<file path="config.mk">
export PLATFORM = sky130hd
export DESIGN_NAME = stage2_line_buffer
export DESIGN_NICKNAME = d
export VERILOG_FILES = /design/src/design/stage2_cnn_pkg.sv /design/src/design/stage2_line_buffer.sv
export SDC_FILE = /design/constraint.sdc
export NUM_CORES = 1
export LEC_CHECK = 0
export ABC_AREA = 1
export ABC_CLOCK_PERIOD_IN_PS = 6300
export BUFFER_PORTS_ARGS = -buffer_cell sky130_fd_sc_hd__buf_2
export CORE_MARGIN = 3
export CORE_UTILIZATION = 55
export DETAILED_ROUTE_END_ITERATION = 12
export PLACE_DENSITY = 0.75
export SLEW_MARGIN = 15
export SYNTH_ARGS = -nofsm -noshare
export SYNTH_HDL_FRONTEND = slang
export SYNTH_SLANG_ARGS = --single-unit
</file>
<file path="constraint.sdc">
create_clock -name clk -period 6.3 [get_ports clk]
set_input_delay 1.26 -clock clk [delete_from_list [all_inputs] [get_ports clk]]
set_output_delay 1.26 -clock clk [all_outputs]
set_load 0.02 [all_outputs]
</file>
<file path="src/design/stage2_cnn_pkg.sv">
`default_nettype none

package stage2_cnn_pkg;

    // ======================================================================
    // frame and datapath sizes
    // ======================================================================
    localparam int ST2_CI  = 3;     // input channels
    localparam int ST2_CO  = 3;     // output channels
    localparam int KX      = 3;
    localparam int KY      = 3;
    localparam int IMG_W   = 8;
    localparam int IMG_H   = 8;
    localparam int IBW     = 8;     // signed input sample
    localparam int W_BW    = 8;     // signed weight
    localparam int B_BW    = 16;    // signed bias
    localparam int ACC_BW  = 24;    // accumulator
    localparam int O_F_BW  = 13;    // signed result, sign bit dropped after relu

    localparam int COL_BW  = $clog2(IMG_W);
    localparam int ROW_BW  = $clog2(IMG_H);
    localparam int RES_MAX = (1 << (O_F_BW - 1)) - 1;  // 4095

    typedef logic signed [IBW-1:0]    sample_t;
    typedef logic signed [W_BW-1:0]   weight_t;
    typedef logic signed [B_BW-1:0]   bias_t;
    typedef logic [O_F_BW-2:0]        result_t;

    typedef struct packed {
        sample_t [ST2_CI-1:0] ch;
    } fmap_point_t;

    // pt[ky][kx], [0][0] is top-left
    typedef struct packed {
        fmap_point_t [KY-1:0][KX-1:0] pt;
    } window_t;

    typedef struct packed {
        weight_t [ST2_CI-1:0][KY-1:0][KX-1:0] w;
    } weight_set_t;

    typedef struct packed {
        weight_set_t [ST2_CO-1:0] weight;
        bias_t       [ST2_CO-1:0] bias;
    } coef_t;

    typedef struct packed {
        result_t [ST2_CO-1:0] ch;
    } ofmap_point_t;

    // weights cycle through -3..+3
    function automatic weight_t weight_rule(input int co, input int ci, input int ky,
                                            input int kx);
        return weight_t'(((co * ST2_CI * KY * KX + ci * KY * KX + ky * KX + kx) % 7) - 3);
    endfunction

    function automatic bias_t bias_rule(input int co);
        return bias_t'(co * 40 - 40);   // -40, 0, +40
    endfunction

endpackage

`default_nettype wire

</file>
<file path="src/design/stage2_line_buffer.sv">
`timescale 1ns/1ps
`default_nettype none

module stage2_line_buffer (
    input  logic                        clk,
    input  logic                        reset_n,
    input  logic                        i_in_valid,
    input  stage2_cnn_pkg::fmap_point_t i_in_fmap,
    output logic                        o_win_valid,
    output stage2_cnn_pkg::window_t     o_window
);

    import stage2_cnn_pkg::*;

    // ======================================================================
    // raster position
    // ======================================================================
    logic [COL_BW-1:0] col_cnt;
    logic [ROW_BW-1:0] row_cnt;
    logic              last_col;
    logic              last_row;
    logic              win_hit;

    assign last_col = (col_cnt == COL_BW'(IMG_W - 1));
    assign last_row = (row_cnt == ROW_BW'(IMG_H - 1));
    assign win_hit  = (col_cnt >= COL_BW'(KX - 1)) && (row_cnt >= ROW_BW'(KY - 1));

    always_ff @(posedge clk or negedge reset_n) begin
        if (!reset_n) begin
            col_cnt     <= '0;
            row_cnt     <= '0;
            o_win_valid <= 1'b0;
        end else begin
            o_win_valid <= i_in_valid && win_hit;
            if (i_in_valid) begin
                if (last_col) begin
                    col_cnt <= '0;
                    row_cnt <= last_row ? '0 : row_cnt + 1'b1;  // wrap into next frame
                end else begin
                    col_cnt <= col_cnt + 1'b1;
                end
            end
        end
    end

    // ======================================================================
    // row memories and window shift
    // ======================================================================
    fmap_point_t line_top [IMG_W];  // row r-2
    fmap_point_t line_mid [IMG_W];  // row r-1
    fmap_point_t new_col  [KY];

    // column entering on the right of the window
    assign new_col[0] = line_top[col_cnt];
    assign new_col[1] = line_mid[col_cnt];
    assign new_col[2] = i_in_fmap;

    always_ff @(posedge clk) begin
        if (i_in_valid) begin
            // each row moves up one line
            line_top[col_cnt] <= line_mid[col_cnt];
            line_mid[col_cnt] <= i_in_fmap;

            for (int ky = 0; ky < KY; ky++) begin
                for (int kx = 0; kx < KX - 1; kx++) begin
                    o_window.pt[ky][kx] <= o_window.pt[ky][kx+1];   // shift left
                end
                o_window.pt[ky][KX-1] <= new_col[ky];
            end
        end
    end

endmodule

`default_nettype wire

</file>
Word-level counts from Yosys, hierarchy flattened. Memory sizes are Yosys's and may differ from the RTL's. A register that Yosys moved wholly into a read port is not among the register bits. Index checks and enable logic that the tools add are counted.

Eq/ne operators: 2. Mux-type cells: 4. $lt $le $gt $ge: 2. Add/subtract/negate cells: 2. Reduce and logical (&&, ||, !) cells: 3.

Operators by type and width (count): $add 3x1->3 const B (2); $eq 3x3->1 const B (2); $ge 3x2->1 const B (2); $mux 3 (2); $logic_and 1x1->1 (2); $mux 1 (2); $reduce_and 2->1 (1).

Output and inout port bits: 217. Memories: 2. Register bits after elaboration: 199. Bits of input ports: 27. Bits in writable memories: 384. Word-level logic and storage cells: 42.

Memory list: line_mid (words 8, width 24, rd ports 1, clocked after memory_dff 0, write ports 1, line stage2_line_buffer.sv:50) `fmap_point_t line_mid [IMG_W];`; line_top (words 8, width 24, rd ports 1, clocked after memory_dff 1, write ports 1, line stage2_line_buffer.sv:49) `fmap_point_t line_top [IMG_W];`.

Logic depth before layout (Yosys ltp). Gate-level depths: netlist (run 1).

Word-level depth: 3. Gate-level depth with buffers: 10. Gate-level depth less buffers: 7.

Worst setup path after synthesis (run 1). No wires, ideal clock.

Path kind: input-to-reg. Start point: input port i_in_valid. End point: memory line_mid[5][0] in the netlist's numbering, enable pin. Stages on the path: 3. Arrival time: 3.574 ns. Library setup time: 0.454 ns. Data required time: 5.846 ns. Setup slack: 2.271 ns. Cell sequence: buf_2 -> nand2_1 -> nor2_1.

Longest elaborated chain between the ends: 2.

Ends and longest elaborated chain: from (decl) (line stage2_line_buffer.sv:7) `input logic i_in_valid,`; $mux 1 (line stage2_line_buffer.sv:59) `if (i_in_valid) begin`; $mux 1 (implied by the code) (line stage2_line_buffer.sv:62) `line_mid[col_cnt] <= i_in_fmap;`; to (decl) (line stage2_line_buffer.sv:50).

No other way between the ends.

Worst setup path in the final report (run 1).
Start point: register col_cnt[0]. End point: memory line_mid[0][1] in the netlist's numbering, enable pin.

RTL lines: from (decl) (line stage2_line_buffer.sv:18) `logic [COL_BW-1:0] col_cnt;`; from (signal assigned) (line stage2_line_buffer.sv:40) `col_cnt <= col_cnt + 1'b1;`.

Straight into the memory's write port.

==> impl_metrics.toml, run 1 <==
[status]
outcome = "completed"

[sta]
fin_crit_sh_pct = 55.3
hold_viol = 0
worstMarginPinSlew_ns = 0.980
max-slew-margin-rel_pct = 34.6
setup_violations = 0
finalCriticalPeriod_ns = 3.48
skew_ns = 0.0152
grt_setup_unrepaired = "no"
tns_ns = 0
maxClockFrequency_mhz = 287
slew_violations = 0

[critical_path]
reg2reg_slack_ns = 2.82
cp_slowest_cell = "nor2_4"
cp_cell_sequence = "inv_4 > nand2_1 > nor2_4 > buf_4"
crit_type = "flip-flop to flip-flop"
critPathLaunchType = "flip-flop"
worstPathMaxFanout = 66
critPathTopFamily = "simple AND/OR/NAND/NOR gates"
cp_num_buf_inv = 2
cp.arrival_ns = 3.73
max_stage_delay_ns = 0.76
r2r_end = "line_mid[0][1]"
cp_data_required_time_ns = 6.55
endpoint_kind = "flip-flop"
timing.rr.start = "col_cnt[0]"
ff2ff_path_depth = 4

[floorplanning]
die_w_um = 211
dieArea_mm2 = 0.0444
core_area_mm2 = 0.0411
io_pins = 244
start_util_pct = 56.1
row_count = 74
dieHeight_um = 211

[drt]
num_vias = 13455
wl_per_cell_um = 17.4
drt_iter0_drc = 1026
antenna_left = 0
drt_first_pass_iters = 5
wirelength_mm = 46.1
vias_per_cell = 5.07
drc = 0

[yosys]
synth.most_common_cell = "nand2_1"
yosys-top-cells-area = "edfxtp_1 (78%), nand2_1 (13%), inv_1 (3.6%), nand3_1 (2.0%), dfrtp_1 (0.76%)"
synth_cell_types = 19
synth.cell_area_mm2 = 0.0231
synth-edff-count = 600
avgSynthCellArea_um2 = 12.7
yosysTopAreaCell = "edfxtp_1"
yosys-top-cells-count = "nand2_1 (782), edfxtp_1 (600), inv_1 (220)"
ys_warn_count = 0
synth_cells = 1822
ys_ff_latch = 607
synth_flop_cell = "edfxtp_1"
async_reset_ff_share_pct = 1.15
synth_top_area_share_pct = 78.1
syn-num-nets = 1855
ys_seq_area_share_pct = 78.9

[power]
p_seq_share_pct = 46.9
p_switching_mw = 4.34
pwr-share-clk_pct = 26.4
powerDensity_mw_per_mm2 = 481
p_int_mw = 8.50
p_leak_nw = 11.4
switching_share_pct = 33.8
peakVddDrop_uv = 305
combPwrFrac_pct = 26.7

[cts]
ctsHoldBuffers = 0
cts.sink_count = 607
tritoncts = "done"
cts_setup_buffers = 0
cts_resized = 0
worst_skew_pair.late_latency_ns = 0.60
clockRootBuffer = "clkbuf_16"
cts_inserted_buffers = 58
clockBufferDepth = 3
cts_htree_levels = 2
path_clk_slew_ns = 0.06

[placement]
hpwl_mm = 27.7
gp_congestion = 0.792
dp.cells = 2546
port_buffers = 243

[min_path]
worstHoldStart = "o_window[194]"
min_to = "o_window[170]"
min_path_cells = 0
hp-class = "flip-flop to flip-flop"

[final_layout]
drive_above_1_share_pct = 17.6
area_growth_pct = 15.6
stdcell_count = 2655
num-nets-final = 2107
antenna_cells = 0

[global_routing]
antenna_found_initial = 0
track_usage_pct = 20.9
grt_pass1_wl_mm = 72.8
grt_pass1_vias = 13482
grt_max_degree = 72
grt_overflow = 0

[flow_run]
maxCapViolations = 0
==> placed cells by master, fill, tap and decap left out <==
| master | netlist | final |
|---|---|---|
| buf_4 | 17 | 19 |
| bufinv_16 | 0 | 5 |
| edfxtp_1 | 600 | 600 |
| buf_2 | 33 | 242 |
| nor2_1 | 14 | 6 |
| nand2_1 | 782 | 782 |
| clkbuf_8 | 0 | 2 |
| o21ai_0 | 3 | 3 |
| clkinv_1 | 4 | 16 |
| clkbuf_1 | 14 | 15 |
| clkbuf_16 | 0 | 61 |
| inv_1 | 220 | 220 |
| mux2_2 | 1 | 1 |
| nor2_4 | 0 | 9 |
| dfrtp_2 | 0 | 1 |
| inv_2 | 17 | 16 |
| a21oi_1 | 2 | 2 |
| buf_8 | 0 | 1 |
| dfrtp_4 | 0 | 1 |
| dfrtp_1 | 7 | 5 |
| ha_1 | 6 | 6 |
| nand3_1 | 94 | 94 |
| nor3_1 | 1 | 1 |
| clkinv_2 | 0 | 12 |
| clkinvlp_4 | 0 | 1 |
| inv_4 | 0 | 1 |
| clkinv_4 | 0 | 1 |
==> flip-flops by register name, indices dropped and copies added, names as in the netlist <==
| register | count |
|---|---|
| o_window | 216 |
| line_mid | 192 |
| line_top | 192 |
| col_cnt | 3 |
| row_cnt | 3 |
| o_win_valid | 1 |
==> power groups by stage <==
stage	clock, mW	combinational, mW	sequential, mW
finish	3.39	3.43	6.02
detailed placement	0	3.43	6.11
floorplan	0	1.83	6.43
global placement	0	3.34	6.07
CTS	3.46	3.45	6.03
global route	3.64	3.81	6.10
==> cells by family after synthesis <==
logic type,after synthesis,synth area share (%)
AOI/OAI and AO/OA,5,0.108
adders and majority gates,6,0.325
buffers and inverters,311,5.61
DFF,607,78.9
muxes,1,0.0488
and+or+nand+nor,892,15.0
==> routing by layer <==
| metal | share of wire, % | track usage [%] |
|---|---|---|
| met5 | 0 | 0 |
| met3 | 7.2 | 3.77 |
| met1 | 40 | 27.8 |
| met4 | 2.3 | 6.81 |
| met2 | 50 | 35.6 |
==> worst max-delay path by stage <==
| stage | startpoint | to | slack, ns | cells after the start |
|---|---|---|---|---|
| final | col_cnt[0] | line_mid[0][1] | 2.82 | 4 |
| after global routing | col_cnt[0] | line_mid[0][17] | 2.65 | 4 |
| after CTS | col_cnt[0] | line_mid[0][7] | 2.85 | 4 |
| after detailed placement | i_in_valid | line_mid[1][22] | 2.68 | 4 |
| after global placement | i_in_valid | line_mid[1][14] | 2.73 | 4 |
| after floorplan | i_in_valid | line_mid[5][0] | 2.27 | 3 |
==> worst reg2reg max path: stages, from the launching register on <==
cell,delay [ns]
dfrtp_4,0.73
inv_4,0.69
nand2_1,0.43
nor2_4,0.76
buf_4,0.51
==> layout make-up <==
class,count,area [um^2]
sequential,607,18200
fill,3024,14400
multi-input combinational,904,3650
clock buffer,78,1610
timing repair buffer,262,1370
inverter,241,907
tap,532,666
clock inverter,31,272
==> stage by stage <==
stage	hold slack [ns]	total power [mW]	cell area [um^2]	setup WS (ns)	util, %
floorplan	0.504	8.26	23100	2.27	-
global placement	0.422	9.41	24800	2.73	60.3
detailed placement	0.427	9.54	24800	2.68	60.3
CTS	0.440	12.9	26700	2.85	64.9
global route	0.449	13.5	26700	2.65	64.9
finish	0.438	12.8	26700	2.82	64.9
Note: power is estimated with default switching activity, not from simulation.
==> run 2: changes to the inputs <==
- ABC_CLOCK_PERIOD_IN_PS: 6300 -> 3600
- clock period: 6.3 -> 3.6 ns (I/O delays scaled with it)
==> run 2 against run 1 <==
Cell area grew 0.15%. First-iteration DRC count grew 16%. Clock power grew 68%. Non-clock buffer count grew 6. Critical path depth grew 3. Clock-buffer cell count grew 3. Combinational power grew 77%. Sequential share of layout area shrank 0.099 points. Sequential power grew 74%. Die area is the same. Critical endpoint is now line_top[6][17].
==> impl_metrics.toml, run 2 (same netlist as run 1, synthesis figures left out) <==
[drt]
drc = 0
num_vias = 13722
wirelength_mm = 49.4
drt_first_pass_iters = 5
drt_iter0_drc = 1194
vias_per_cell = 5.16
wl_per_cell_um = 18.6
antenna_left = 0

[critical_path]
cp_slowest_cell = "buf_4"
cpMostUsedCell = "nand2_1"
crit_type = "flip-flop to flip-flop"
cp_num_buf_inv = 1
critPathTopFamily = "simple AND/OR/NAND/NOR gates"
worstPathMaxFanout = 98
endpoint_kind = "flip-flop"
cp_data_required_time_ns = 3.96
critPathLaunchType = "flip-flop"
cp_cell_sequence = "buf_4 > nand2_1 > nand2_1 > nand2_1 > nand2_1 > nand2_1 > nand2_1"
max_stage_delay_ns = 0.79
cp.arrival_ns = 2.75

[final_layout]
stdcell_count = 2659
fill_cells = 2976
largest_register_ffs = 216
antenna_cells = 0
drive_above_1_share_pct = 17.6
final_cell_mix = "nand2_1 (782), edfxtp_1 (600), buf_2 (242)"
fin_util_pct = 65.0
area_growth_pct = 15.8
num-nets-final = 2113
mostFrequentLayoutCell = "nand2_1"

[min_path]
hp-class = "primary input to flip-flop"

[status]
outcome = "completed"

[cts]
cts.sink_count = 607
cts_inserted_buffers = 58
cts_htree_levels = 2
cts_resized = 0
tritoncts = "done"
worst_skew_pair.late_latency_ns = 0.61
clockRootBuffer = "clkbuf_16"
clockBufferDepth = 3
path_clk_slew_ns = 0.06

[placement]
port_buffers = 243
gp_congestion = 0.842
dp.cells = 2551
hpwl_mm = 29.3

[sta]
slew_violations = 0
finalCriticalPeriod_ns = 2.39
hold_viol = 0
tns_ns = 0
skew_ns = 0.0202
max-slew-margin-rel_pct = 27.7
holdWs_ns = 0.358
maxClockFrequency_mhz = 418
grt_setup_unrepaired = "no"
worstMarginPinSlew_ns = 1.08
fin_crit_sh_pct = 66.5
setup_violations = 0

[floorplanning]
dieArea_mm2 = 0.0444
io_pins = 244
die_w_um = 211
dieHeight_um = 211
core_area_mm2 = 0.0411
start_util_pct = 56.1
row_count = 74

[global_routing]
grt_pass1_vias = 14008
track_usage_pct = 22.4
grt_max_degree = 152
grt_pass1_wl_mm = 77.0
grt_overflow = 0
antenna_found_initial = 0

[flow_run]
maxCapViolations = 0

[power]
p_total_mw = 22.3
powerDensity_mw_per_mm2 = 834
p_leak_nw = 11.4
peakVddDrop_uv = 447
-- run 2: final timing paths --
kind                       depth (start not counted)              end          start  slack [ns]
max                                                7  line_top[6][17]     col_cnt[0]        1.21
min                                                1    o_window[140]     i_in_valid        0.36
max reg2reg                                        7  line_top[6][17]     col_cnt[0]        1.21
min reg2reg                                        0    o_window[145]  o_window[169]        0.44
max in group asynchronous                          2       col_cnt[0]        reset_n        2.92
min in group asynchronous                          2       col_cnt[2]        reset_n        0.49
-- run 2: worst reg2reg max path, cell delays in order (launching register included) --
cell and delay, ns:
dfrtp_4 0.44, buf_4 0.79, nand2_1 0.22, nand2_1 0.11, nand2_1 0.05, nand2_1 0.13, nand2_1 0.06, nand2_1 0.34
-- run 2: cell type report --
type | count | area, um^2 | area share (%)
flip-flops and latches | 607 | 18200 | 68.1
multi-input cells | 904 | 3650 | 13.7
clock buffers | 81 | 1570 | 5.88
repair buffers | 268 | 1520 | 5.68
inverters | 241 | 907 | 3.40
well taps | 532 | 666 | 2.49
clock inverters | 26 | 204 | 0.764
-- run 2: what timing repair did --
item	CTS	global route
buffers inserted	0	0
hold buffers	1	0
hold endpoints to repair	7	0
-- run 2: through the flow --
stage | setup WS, ns | cell area, um^2
after floorplan | 0.0996 | 23100
after global placement | 1.30 | 24900
after detailed placement | 1.20 | 24900
after CTS | 1.19 | 26700
after global routing | 1.03 | 26700
final | 1.21 | 26700
-- run 2: routing by layer --
metal / GRT usage [%] / wire [um]
met3: 4.29 / 3860
met1: 30.0 / 20000
met2: 37.6 / 24400
met5: 0 / 0
met4: 7.64 / 1180
-- run 2: report_power, final --
part | internal (mW) | switching [mW] | total [mW]
sequential | 10.0 | 0.490 | 10.5
combinational | 1.45 | 4.63 | 6.08
clock | 3.24 | 2.45 | 5.69
